==> src/include/cpu_cfg.svh <==
`ifndef CPU_CFG_SVH
`define CPU_CFG_SVH

// Datapath and instruction word width
`define CPU_DATA_W 16

// Register file depth
`define CPU_REG_COUNT 16

// Program counter value after reset
`define CPU_RESET_PC 16'h0000

// All-zero word decodes as NOP
`define CPU_NOP_WORD 16'h0000

`endif

==> src/source/cpu_pkg.sv <==
`include "cpu_cfg.svh"

package cpu_pkg;

  typedef logic [`CPU_DATA_W-1:0] wordT;
  typedef logic [$clog2(`CPU_REG_COUNT)-1:0] regAddrT;

  // Instruction bits 15..12
  typedef enum logic [3:0] {
    NOP = 4'd0,
    ADD = 4'd1,
    SUB = 4'd2,
    AND = 4'd3,
    XOR = 4'd4,
    LLB = 4'd5,
    B   = 4'd6,
    BZ  = 4'd7,
    HLT = 4'd15
  } opcodeT;

  // Fetch to decode payload
  typedef struct packed {
    wordT instr;
    wordT pc;
  } fetchPacketT;

  // Decode to execute payload where all zeros is a NOP
  typedef struct packed {
    opcodeT  opcode;
    regAddrT rd;
    regAddrT rs;
    regAddrT rt;
    wordT    rsVal;
    wordT    rtVal;
    wordT    imm;
    wordT    pc;
    logic    writesReg;
    logic    setsZero;
  } decodedOpT;

endpackage

==> src/source/reg_read_if.sv <==
`timescale 1ns/1ns

// Two register read ports between decode and the register file
interface regReadIf import cpu_pkg::*; ();

  regAddrT rsAddr;
  regAddrT rtAddr;
  wordT    rsData;
  wordT    rtData;

  // Decode side drives addresses
  modport reader (
    output rsAddr,
    output rtAddr,
    input  rsData,
    input  rtData
  );

  modport server (
    input  rsAddr,
    input  rtAddr,
    output rsData,
    output rtData
  );

endinterface

==> src/source/fetch_unit.sv <==
`timescale 1ns/1ns
`include "cpu_cfg.svh"

module fetchUnit import cpu_pkg::*; (
  input  logic clk,
  input  logic rst_n,
  input  logic hold,
  input  logic redirect,
  input  wordT target,
  output wordT pc
);

  wordT pcNext;

  // Next address selection
  always_comb begin
    if (redirect) begin
      pcNext = target;
    end else begin
      pcNext = pc + 1'b1;
    end
  end

  // Program counter register
  always_ff @(posedge clk or negedge rst_n) begin
    if (!rst_n) begin
      pc <= `CPU_RESET_PC;
    end else if (!hold) begin
      pc <= pcNext;
    end
  end

endmodule

==> src/source/pipe_reg.sv <==
`timescale 1ns/1ns

// Stage register shared by the fetch and decode payloads
module pipeReg import cpu_pkg::*; #(
  parameter type payloadT = fetchPacketT
) (
  input  logic    clk,
  input  logic    rst_n,
  input  logic    hold,
  input  logic    flush,
  input  payloadT d,
  output payloadT q
);

  always_ff @(posedge clk or negedge rst_n) begin
    if (!rst_n) begin
      q <= '0;
    end else if (!hold) begin
      // Hold wins and a flush waits for the stall to end
      if (flush) begin
        q <= '0;
      end else begin
        q <= d;
      end
    end
  end

endmodule

==> src/source/decode_unit.sv <==
`timescale 1ns/1ns
`include "cpu_cfg.svh"

module decodeUnit import cpu_pkg::*; (
  input  fetchPacketT     fetched,
  regReadIf.reader        regs,
  output decodedOpT       decoded
);

  opcodeT  opcode;
  regAddrT rd;
  regAddrT rs;
  regAddrT rt;
  logic    isAlu;

  // Field split
  assign rd = fetched.instr[11:8];
  assign rs = fetched.instr[7:4];
  assign rt = fetched.instr[3:0];

  assign regs.rsAddr = rs;
  assign regs.rtAddr = rt;

  // Unused opcodes collapse to NOP here
  always_comb begin
    case (fetched.instr[15:12])
      ADD, SUB, AND, XOR, LLB, B, BZ, HLT: begin
        opcode = opcodeT'(fetched.instr[15:12]);
      end
      default: begin
        opcode = NOP;
      end
    endcase
  end

  assign isAlu = (opcode == ADD) || (opcode == SUB) ||
                 (opcode == AND) || (opcode == XOR);

  always_comb begin
    decoded.opcode = opcode;
    decoded.rd     = rd;
    decoded.rs     = rs;
    decoded.rt     = rt;
    decoded.rsVal  = regs.rsData;
    decoded.rtVal  = regs.rtData;
    // Sign-extended 8-bit immediate
    decoded.imm    = {{(`CPU_DATA_W-8){fetched.instr[7]}}, fetched.instr[7:0]};
    decoded.pc     = fetched.pc;
    // Writes to r0 are dropped at decode
    decoded.writesReg = (isAlu || opcode == LLB) && (rd != '0);
    decoded.setsZero  = isAlu;
  end

endmodule

==> src/source/reg_file.sv <==
`timescale 1ns/1ns
`include "cpu_cfg.svh"

module regFile import cpu_pkg::*; (
  input  logic     clk,
  input  logic     rst_n,
  regReadIf.server regs,
  input  logic     wrEn,
  input  regAddrT  wrAddr,
  input  wordT     wrData
);

  wordT regArray [`CPU_REG_COUNT];

  always_ff @(posedge clk or negedge rst_n) begin
    if (!rst_n) begin
      for (int i = 0; i < `CPU_REG_COUNT; i++) begin
        regArray[i] <= '0;
      end
    end else if (wrEn && wrAddr != '0) begin
      regArray[wrAddr] <= wrData;
    end
  end

  // Read ports with write-through bypass and r0 hardwired to zero
  assign regs.rsData = (regs.rsAddr == '0) ? '0 :
                       (wrEn && wrAddr == regs.rsAddr) ? wrData :
                       regArray[regs.rsAddr];

  assign regs.rtData = (regs.rtAddr == '0) ? '0 :
                       (wrEn && wrAddr == regs.rtAddr) ? wrData :
                       regArray[regs.rtAddr];

endmodule

==> src/source/execute_unit.sv <==
`timescale 1ns/1ns

module executeUnit import cpu_pkg::*; (
  input  logic      clk,
  input  logic      rst_n,
  input  logic      hold,
  input  decodedOpT op,
  output logic      redirect,
  output wordT      target,
  output logic      flush,
  output logic      wrEn,
  output regAddrT   wrAddr,
  output wordT      wrData,
  output logic      halted
);

  // Most recent register write
  logic    lastValid;
  regAddrT lastAddr;
  wordT    lastData;

  logic    zeroFlag;
  logic    taken;
  wordT    rsVal;
  wordT    rtVal;
  wordT    result;

  //**************************************************************************
  // Operand forwarding and ALU
  //**************************************************************************
  assign rsVal = (lastValid && lastAddr == op.rs) ? lastData : op.rsVal;
  assign rtVal = (lastValid && lastAddr == op.rt) ? lastData : op.rtVal;

  always_comb begin
    case (op.opcode)
      ADD:     result = rsVal + rtVal;
      SUB:     result = rsVal - rtVal;
      AND:     result = rsVal & rtVal;
      XOR:     result = rsVal ^ rtVal;
      LLB:     result = op.imm;
      default: result = '0;
    endcase
  end

  //**************************************************************************
  // Branch, halt and write port
  //**************************************************************************
  assign taken = (op.opcode == B) || (op.opcode == BZ && zeroFlag);

  // HLT redirects to itself so nothing younger survives
  assign redirect = !halted && (taken || op.opcode == HLT);
  assign target   = (op.opcode == HLT) ? op.pc : op.pc + 1'b1 + op.imm;
  assign flush    = redirect || halted;

  assign wrEn   = op.writesReg && !halted && !hold;
  assign wrAddr = op.rd;
  assign wrData = result;

  always_ff @(posedge clk or negedge rst_n) begin
    if (!rst_n) begin
      zeroFlag  <= 1'b0;
      halted    <= 1'b0;
      lastValid <= 1'b0;
    end else if (!hold && !halted) begin
      if (op.setsZero) begin
        zeroFlag <= (result == '0);
      end
      if (op.opcode == HLT) begin
        halted <= 1'b1;
      end
      if (wrEn) begin
        lastValid <= 1'b1;
      end
    end
  end

  // Forwarding payload
  always_ff @(posedge clk) begin
    if (wrEn) begin
      lastAddr <= wrAddr;
      lastData <= wrData;
    end
  end

endmodule

==> src/source/cpu.sv <==
`timescale 1ns/1ns

module cpu import cpu_pkg::*; (
  input  logic    clk,
  input  logic    rst_n,
  input  logic    hold,
  input  wordT    instr,
  output wordT    pc,
  output logic    halt,
  output logic    wrEn,
  output regAddrT wrAddr,
  output wordT    wrData
);

  logic        fetchHold;
  logic        redirect;
  logic        flush;
  wordT        target;
  fetchPacketT fetchIn;
  fetchPacketT fetchOut;
  decodedOpT   decodedIn;
  decodedOpT   decodedOut;

  regReadIf regPort ();

  //**************************************************************************
  // Fetch
  //**************************************************************************
  // PC freezes once the core has halted
  assign fetchHold = hold | halt;

  fetchUnit fetchInst (
    .clk      (clk),
    .rst_n    (rst_n),
    .hold     (fetchHold),
    .redirect (redirect),
    .target   (target),
    .pc       (pc)
  );

  assign fetchIn = '{instr: instr, pc: pc};

  pipeReg #(.payloadT(fetchPacketT)) fetchStage (
    .clk   (clk),
    .rst_n (rst_n),
    .hold  (hold),
    .flush (flush),
    .d     (fetchIn),
    .q     (fetchOut)
  );

  //**************************************************************************
  // Decode
  //**************************************************************************
  decodeUnit decodeInst (
    .fetched (fetchOut),
    .regs    (regPort.reader),
    .decoded (decodedIn)
  );

  regFile regFileInst (
    .clk    (clk),
    .rst_n  (rst_n),
    .regs   (regPort.server),
    .wrEn   (wrEn),
    .wrAddr (wrAddr),
    .wrData (wrData)
  );

  pipeReg #(.payloadT(decodedOpT)) decodeStage (
    .clk   (clk),
    .rst_n (rst_n),
    .hold  (hold),
    .flush (flush),
    .d     (decodedIn),
    .q     (decodedOut)
  );

  //**************************************************************************
  // Execute
  //**************************************************************************
  executeUnit executeInst (
    .clk      (clk),
    .rst_n    (rst_n),
    .hold     (hold),
    .op       (decodedOut),
    .redirect (redirect),
    .target   (target),
    .flush    (flush),
    .wrEn     (wrEn),
    .wrAddr   (wrAddr),
    .wrData   (wrData),
    .halted   (halt)
  );

endmodule

==> config.mk <==
export PLATFORM = sky130hd
export DESIGN_NAME = cpu
export DESIGN_NICKNAME = d
export VERILOG_FILES = /design/src/source/cpu_pkg.sv /design/src/source/reg_read_if.sv /design/src/source/fetch_unit.sv /design/src/source/pipe_reg.sv /design/src/source/decode_unit.sv /design/src/source/reg_file.sv /design/src/source/execute_unit.sv /design/src/source/cpu.sv
export VERILOG_INCLUDE_DIRS = /design/src /design/src/include
export SDC_FILE = /design/constraint.sdc
export NUM_CORES = 1
export LEC_CHECK = 0
export BUFFER_PORTS_ARGS = -buffer_cell sky130_fd_sc_hd__buf_2
export CORE_MARGIN = 4
export CORE_UTILIZATION = 62
export CTS_CLUSTER_DIAMETER = 100
export DETAILED_ROUTE_END_ITERATION = 16
export MAX_ROUTING_LAYER = met4
export PLACE_DENSITY_LB_ADDON = 0.3
export SYNTH_ARGS = -nofsm -noshare
export SYNTH_HDL_FRONTEND = slang
export SYNTH_SLANG_ARGS = --single-unit
==> constraint.sdc <==
create_clock -name clk -period 6.85 [get_ports clk]
set_input_delay 0.685 -clock clk [delete_from_list [all_inputs] [get_ports clk]]
set_output_delay 0.685 -clock clk [all_outputs]
set_load 0.02 [all_outputs]
==> results of run 1 <==
==> placed cells by master (no fill, tap or decap), drive strengths merged, types with 6 or more instances in the layout <==
cell type	Yosys	layout
dfrtp	373	373
nand2	237	237
nor2	209	209
a21oi	196	196
o21ai	189	189
mux4	160	160
buf	33	103
a22o	64	64
clkbuf	145	62
ha	47	47
inv	36	39
xnor2	32	32
nand3	24	24
nor3	23	23
xor2	20	20
edfxtp	20	20
mux2i	19	19
nand2b	15	15
mux2	15	15
nor4	12	12
and3	9	9
a211oi	9	9
nor2b	8	8
or3	8	8
o21a	7	7
or2	7	7
nand4	6	6
bufinv	0	6
o31ai	6	6
a221oi	6	6
clkinv	0	6
nor3b	6	6
o311ai	6	6
==> kinds of logic after synthesis <==
family / count (synthesis) / synth area share [%]
AO/OA/AOI/OAI: 541 / 15.4
XOR/XNOR: 52 / 2.10
adder cells (fa/ha/maj): 49 / 2.89
buffers and inverters: 214 / 3.97
flip-flops: 393 / 45.8
multiplexers: 194 / 18.3
AND/OR/NAND/NOR: 576 / 11.6
==> power breakdown <==
group / leakage (nW) / internal, mW / switching (mW)
combinational: 4.43 / 0.504 / 0.709
clock: 0.742 / 1.49 / 0.986
sequential: 5.31 / 2.46 / 0.164
==> how the worst max path moves through the flow <==
| stage | slack [ns] | start | endpoint |
|---|---|---|---|
| after floorplan | 1.18 | executeInst.lastAddr[0]$_DFFE_PP_ | wrData[15] |
| after global placement | 1.12 | executeInst.lastAddr[0]$_DFFE_PP_ | wrData[13] |
| after detailed placement | 1.10 | decodeStage.q[19]$_DFFE_PN0N_ | wrData[13] |
| after CTS | 0.39 | executeInst.lastAddr[0]$_DFFE_PP_ | wrData[13] |
| after global routing | 0.03 | executeInst.lastAddr[0]$_DFFE_PP_ | wrData[13] |
| final | 0.38 | executeInst.lastAddr[0]$_DFFE_PP_ | wrData[13] |
==> state kept, by name, indices dropped and copies added (netlist names) <==
signal                 flops
executeInst.lastAddr       4
executeInst.lastValid      1
fetchStage.q              32
regFileInst.regArray     256
decodeStage.q             66
fetchInst.pc              16
executeInst.halted         1
executeInst.lastData      16
executeInst.zeroFlag       1
==> worst max-delay path: stages, from the launching register on <==
cell and delay (ns):
edfxtp_1 0.43, xnor2_1 0.24, nand3_2 0.16, nor2_4 0.31, mux2i_2 0.36, ha_1 0.26, nand3_1 0.13, o31ai_1 0.47
nand2_1 0.12, xnor2_1 0.15, ha_1 0.35, a21o_1 0.23, or4b_2 0.62, o211ai_1 0.21, xor2_1 0.18, o2111a_1 0.55
inv_1 0.20, buf_2 0.23
==> metal layers <==
| metal | vias up | part of all wire (%) | wire (um) | track usage [%] |
|---|---|---|---|---|
| met2 | 878 | 49 | 30100 | 52.4 |
| met1 | 8567 | 39 | 24100 | 44.1 |
| met3 | 189 | 8.2 | 5020 | 5.68 |
| met4 | 0 | 3.8 | 2350 | 12.3 |
| li1 | 7327 | - | - | - |
| met5 | - | 0 | 0 | - |
==> layout make-up <==
class                           count  share of cell area [%]
Multi-Input combinational cell   1412                    46.2
Sequential cell                   393                    41.7
Clock buffer                       62                    5.19
Timing Repair Buffer              103                    2.76
Tap cell                          455                    2.39
Clock inverter                     15                    1.14
Inverter                           36                   0.567
Antenna cell                        3                  0.0315
==> metrics by stage <==
stage	setup slack, ns	power [mW]	instance area (sq um)	hold WS, ns
detailed placement	1.10	3.85	22300	0.384
global placement	1.12	3.82	22300	0.377
floorplan	1.18	3.47	21700	0.389
CTS	0.394	6.32	23800	0.240
global route	0.0288	6.55	23800	0.273
finish	0.379	6.32	23800	0.174
==> flow_metrics.py, run 1 <==
metrics = {
    "status": {
        "outcome": "finished, final reports clean",
    },
    "timing": {
        "finClkSkew_ns": 0.0218,
        "rsz0062_at_grt": "false",
        "finalCritPeriodShare_pct": 94.5,
        "worst_pin_slew_ns": 1.28,
        "max_clock_freq_mhz": 155,
        "slew_headroom_pct": 14.5,
        "min_period_ns": 6.47,
        "tns_ns": 0,
        "setup_viol": 0,
        "drv_slew": 0,
        "finalHoldViolCount": 0,
    },
    "floorplan": {
        "row_count": 68,
        "start_util_pct": 62.9,
        "die_w_um": 195,
        "die_h_um": 195,
        "dieArea_sq_um": 38100,
        "coreArea_sq_um": 34500,
        "io_pins": 57,
    },
    "worst_setup_path": {
        "r2r_slack_ns": 1.36,
        "crit_fanout": 16,
        "critical_path_arrival_ns": 5.79,
        "reg2reg_depth": 18,
        "end_kind": "output port",
        "timing.rr.start": "executeInst.lastAddr[0]$_DFFE_PP_",
        "worstReg2RegEnd": "executeInst.zeroFlag$_DFFE_PN0P_",
        "critical_path_class": "reg -> out",
        "cp.required_ns": 6.16,
        "cp-start-kind": "flop",
    },
    "clocking": {
        "postCtsSetupBuffers": 0,
        "cts_sinks": 393,
        "cts_hold_buf": 0,
        "clockBufferDepth": 3,
        "cts-resized-gates": 0,
        "numCtsBuffers": 42,
        "clockRootBuffer": "clkbuf_16",
        "cts_tree": "yes",
        "h-tree-depth": 2,
        "path_clk_slew_ns": 0.06,
        "clkLatencyLatePin_ns": 0.59,
    },
    "place": {
        "portBuffers": 56,
        "hpwl_um": 38800,
        "finalWeightedCongestion": 0.960,
        "dp.cells": 2399,
    },
    "yosys": {
        "yosysMostFrequentCell": "dfrtp_1",
        "synth_ff_type": "dfrtp_1",
        "synthCells": 2019,
        "syn_area_per_cell_sq_um": 10.8,
        "synth_common_cells": "dfrtp_1, nand2_1, nor2_1, a21oi_1, o21ai_0",
        "synth_area_leaders": "dfrtp_1, mux4_2, a21oi_1",
        "ys_types": 88,
        "synth_warnings": 0,
        "async_reset_ff_share_pct": 94.9,
        "synth_edf_count": 20,
        "ys_seq_area_share_pct": 45.8,
        "synth_top_area_cell": "dfrtp_1",
        "synth-seq-cells": 393,
        "yosys.area.top_type_share_pct": 43.0,
        "netlist_area_sq_um": 21700,
        "postSynthNetCount": 2087,
    },
    "power": {
        "cellLeakagePower_nw": 10.5,
        "p_per_area_nw_per_um2": 265,
        "ir_worst_vdd_uv": 283,
    },
    "global_route": {
        "grt_pass1_vias": 17000,
        "grt_use_total_pct": 33.2,
        "grt-ovfl-total": 0,
        "grt_max_degree": 196,
        "grt_pass1_wl_um": 96600,
        "antenna_found_initial": 3,
    },
    "routing": {
        "drc": 0,
        "dr.first_iter.drc_count": 1772,
        "post_drt_wl_per_cell_um": 24.8,
        "drt_first_pass_iters": 6,
        "drt.antenna.violating_nets": 0,
        "dr_total_vias": 17000,
        "postRouteWirelength_um": 61600,
        "viasPerCell": 6.84,
    },
    "final_layout": {
        "fillers": 2498,
        "fin_cells": 2479,
        "seqCellArea_sq_um": 9940,
        "fin_nets": 2056,
        "fin_util_pct": 69.0,
        "area_delta_synth_final_pct": 9.72,
        "multiInputGateArea_sq_um": 11000,
        "layout-drive-gt1-share_pct": 19.8,
    },
    "job": {
        "cap_violations": 0,
    },
    "worst_hold_path": {
        "hold_class": "in -> async",
    },
}
Note: power is estimated with default switching activity, not from simulation.
==> run 2: changes to the inputs <==
--- a/config.mk
+++ b/config.mk
@@ -8,7 +8,7 @@
 export LEC_CHECK = 0
 export BUFFER_PORTS_ARGS = -buffer_cell sky130_fd_sc_hd__buf_2
 export CORE_MARGIN = 4
-export CORE_UTILIZATION = 62
+export CORE_UTILIZATION = 34
 export CTS_CLUSTER_DIAMETER = 100
 export DETAILED_ROUTE_END_ITERATION = 16
 export MAX_ROUTING_LAYER = met4
==> flow_metrics.py, run 2 (synthesis gave the netlist of run 1 again) <==
metrics = {
    "power": {
        "power.net_switching_mw": 1.87,
        "p_clk_share_pct": 39.9,
        "internal_power_mw": 4.51,
        "power_frac_seq_pct": 41.0,
        "power_frac_comb_pct": 19.1,
        "cellLeakagePower_nw": 10.5,
        "ir_worst_vdd_uv": 159,
        "power.switching_fraction_pct": 29.3,
        "p_per_area_nw_per_um2": 262,
    },
    "floorplan": {
        "dieArea_sq_um": 68000,
        "io_pins": 57,
        "start_util_pct": 34.4,
        "row_count": 92,
        "coreArea_sq_um": 63200,
        "die_h_um": 261,
        "die_w_um": 261,
    },
    "clocking": {
        "numCtsBuffers": 44,
        "clockRootBuffer": "clkbuf_16",
        "postCtsSetupBuffers": 0,
        "path_clk_slew_ns": 0.06,
        "cts_sinks": 393,
        "clkLatencyLatePin_ns": 0.59,
        "clockBufferDepth": 3,
        "cts_hold_buf": 0,
        "cts-resized-gates": 0,
        "h-tree-depth": 2,
        "cts_tree": "yes",
    },
    "global_route": {
        "grt_use_total_pct": 19.0,
        "antenna_found_initial": 0,
        "grt-ovfl-total": 0,
        "grt_pass1_vias": 16200,
        "grt_max_degree": 172,
        "grt_pass1_wl_um": 98000,
    },
    "timing": {
        "finalHoldViolCount": 0,
        "setup_viol": 0,
        "tns_ns": 0,
        "rsz0062_at_grt": "false",
        "slew_headroom_pct": 22.2,
        "min_period_ns": 6.42,
        "finalWorstSetupSlack_ns": 0.426,
        "finalCritPeriodShare_pct": 93.8,
        "finClkSkew_ns": 0.0299,
        "worst_pin_slew_ns": 1.17,
        "drv_slew": 0,
        "max_clock_freq_mhz": 156,
    },
    "worst_setup_path": {
        "reg2reg_depth": 18,
        "r2r_slack_ns": 1.47,
        "crit_fanout": 16,
        "cp-start-kind": "flop",
        "cp.required_ns": 6.16,
        "timing.rr.start": "executeInst.lastAddr[0]$_DFFE_PP_",
        "critical_path_arrival_ns": 5.74,
        "end_kind": "output port",
        "critPathLaunch": "executeInst.lastAddr[0]$_DFFE_PP_",
        "critical_path_class": "reg -> out",
        "critical_path.endpoint": "wrData[13]",
        "worstReg2RegEnd": "executeInst.zeroFlag$_DFFE_PN0P_",
    },
    "final_layout": {
        "layout-drive-gt1-share_pct": 20.2,
        "fin_nets": 2057,
        "reg_top3": "regFileInst.regArray: 256 flops, decodeStage.q: 66 flops, fetchStage.q: 32 flops",
        "largest_reg_flops": 256,
        "n_antenna_cell": 0,
        "fin_cells": 2868,
        "area_delta_synth_final_pct": 12.2,
        "largest_register": "regFileInst.regArray",
        "layout_commonest_cell": "dfrtp_1",
        "final_cell_mix": "dfrtp_1, nand2_1, nor2_1",
    },
    "routing": {
        "dr_total_vias": 15900,
        "dr.first_iter.drc_count": 1298,
        "postRouteWirelength_um": 62500,
        "drc": 0,
        "drt.antenna.violating_nets": 0,
        "viasPerCell": 5.56,
        "post_drt_wl_per_cell_um": 21.8,
        "drt_first_pass_iters": 6,
    },
    "place": {
        "hpwl_um": 39700,
        "place_ws_ns": 1.13,
        "dp.cells": 2789,
        "portBuffers": 56,
        "finalWeightedCongestion": 0.895,
    },
    "status": {
        "outcome": "finished, final reports clean",
    },
    "job": {
        "cap_violations": 0,
    },
    "worst_hold_path": {
        "hold_class": "in -> async",
    },
}
==> run 2: cell types whose count changed in the layout (fill, tap and decap cells not counted), moves of 2 or more <==
cell	previous run	this run
clkbuf_1	10	4
clkinv_2	4	8
nand2_1	237	233
nand2_2	0	4
clkbuf_16	43	46
diode_2	3	0
clkbuf_8	9	11
inv_16	2	0
nand3_1	21	23
nand3_2	3	1
==> run 2: worst min-delay path by stage <==
stage                     depth (start not counted)                               endpoint                             startpoint
after floorplan                                   0           decodeStage.q[0]$_DFFE_PN0N_                                  rst_n
after global placement                            0  regFileInst.regArray[245]$_DFFE_PN0P_  regFileInst.regArray[245]$_DFFE_PN0P_
after detailed placement                          0  regFileInst.regArray[250]$_DFFE_PN0P_  regFileInst.regArray[250]$_DFFE_PN0P_
after CTS                                         1          decodeStage.q[62]$_DFFE_PN0N_                                  rst_n
after global routing                              1          decodeStage.q[62]$_DFFE_PN0N_                                  rst_n
final                                             1          decodeStage.q[62]$_DFFE_PN0N_                                  rst_n
==> run 2: worst max-delay path: stages, from the launching register on <==
cell	delay (ns)
edfxtp_1	0.42
xnor2_1	0.24
nand3_2	0.18
nor2_4	0.20
mux2i_2	0.34
ha_1	0.28
nand3_1	0.11
o31ai_1	0.50
nand2_1	0.14
xnor2_1	0.16
ha_1	0.35
a21o_1	0.23
or4b_2	0.62
o211ai_1	0.16
xor2_1	0.17
o2111a_1	0.59
inv_1	0.23
buf_2	0.22
==> run 2: cell type report <==
| class | count | area, sq um |
|---|---|---|
| tap | 846 | 1060 |
| clock inverter | 18 | 262 |
| sequential | 393 | 9940 |
| multi-input combinational | 1412 | 11000 |
| fill | 6063 | 38800 |
| inverter | 36 | 135 |
| clock buffer | 61 | 1320 |
| timing repair buffer | 102 | 651 |
==> run 2: power by group through the flow <==
stage / logic (mW) / registers [mW] / clock network [mW]
final: 1.22 / 2.61 / 2.55
after global routing: 1.33 / 2.63 / 2.70
after CTS: 1.22 / 2.61 / 2.61
after detailed placement: 1.21 / 2.65 / 0
after global placement: 1.20 / 2.65 / 0
after floorplan: 0.867 / 2.60 / 0
==> run 2: per-layer routing <==
metal | GRT usage [%] | up-vias | share of wire (%)
met5 | - | - | 0
met4 | 5.67 | 0 | 2.9
met3 | 1.90 | 104 | 4.1
met2 | 30.4 | 393 | 48
met1 | 25.9 | 8129 | 45
li1 | - | 7319 | -
==> run 2: metrics by stage <==
step | utilization, % | power (mW) | area (sq um) | hold slack (ns)
floorplan | - | 3.47 | 21700 | 0.389
global placement | 36.1 | 3.84 | 22800 | 0.377
detailed placement | 36.1 | 3.87 | 22800 | 0.386
CTS | 38.6 | 6.45 | 24400 | 0.155
global route | 38.6 | 6.67 | 24400 | 0.152
finish | 38.6 | 6.38 | 24400 | 0.102
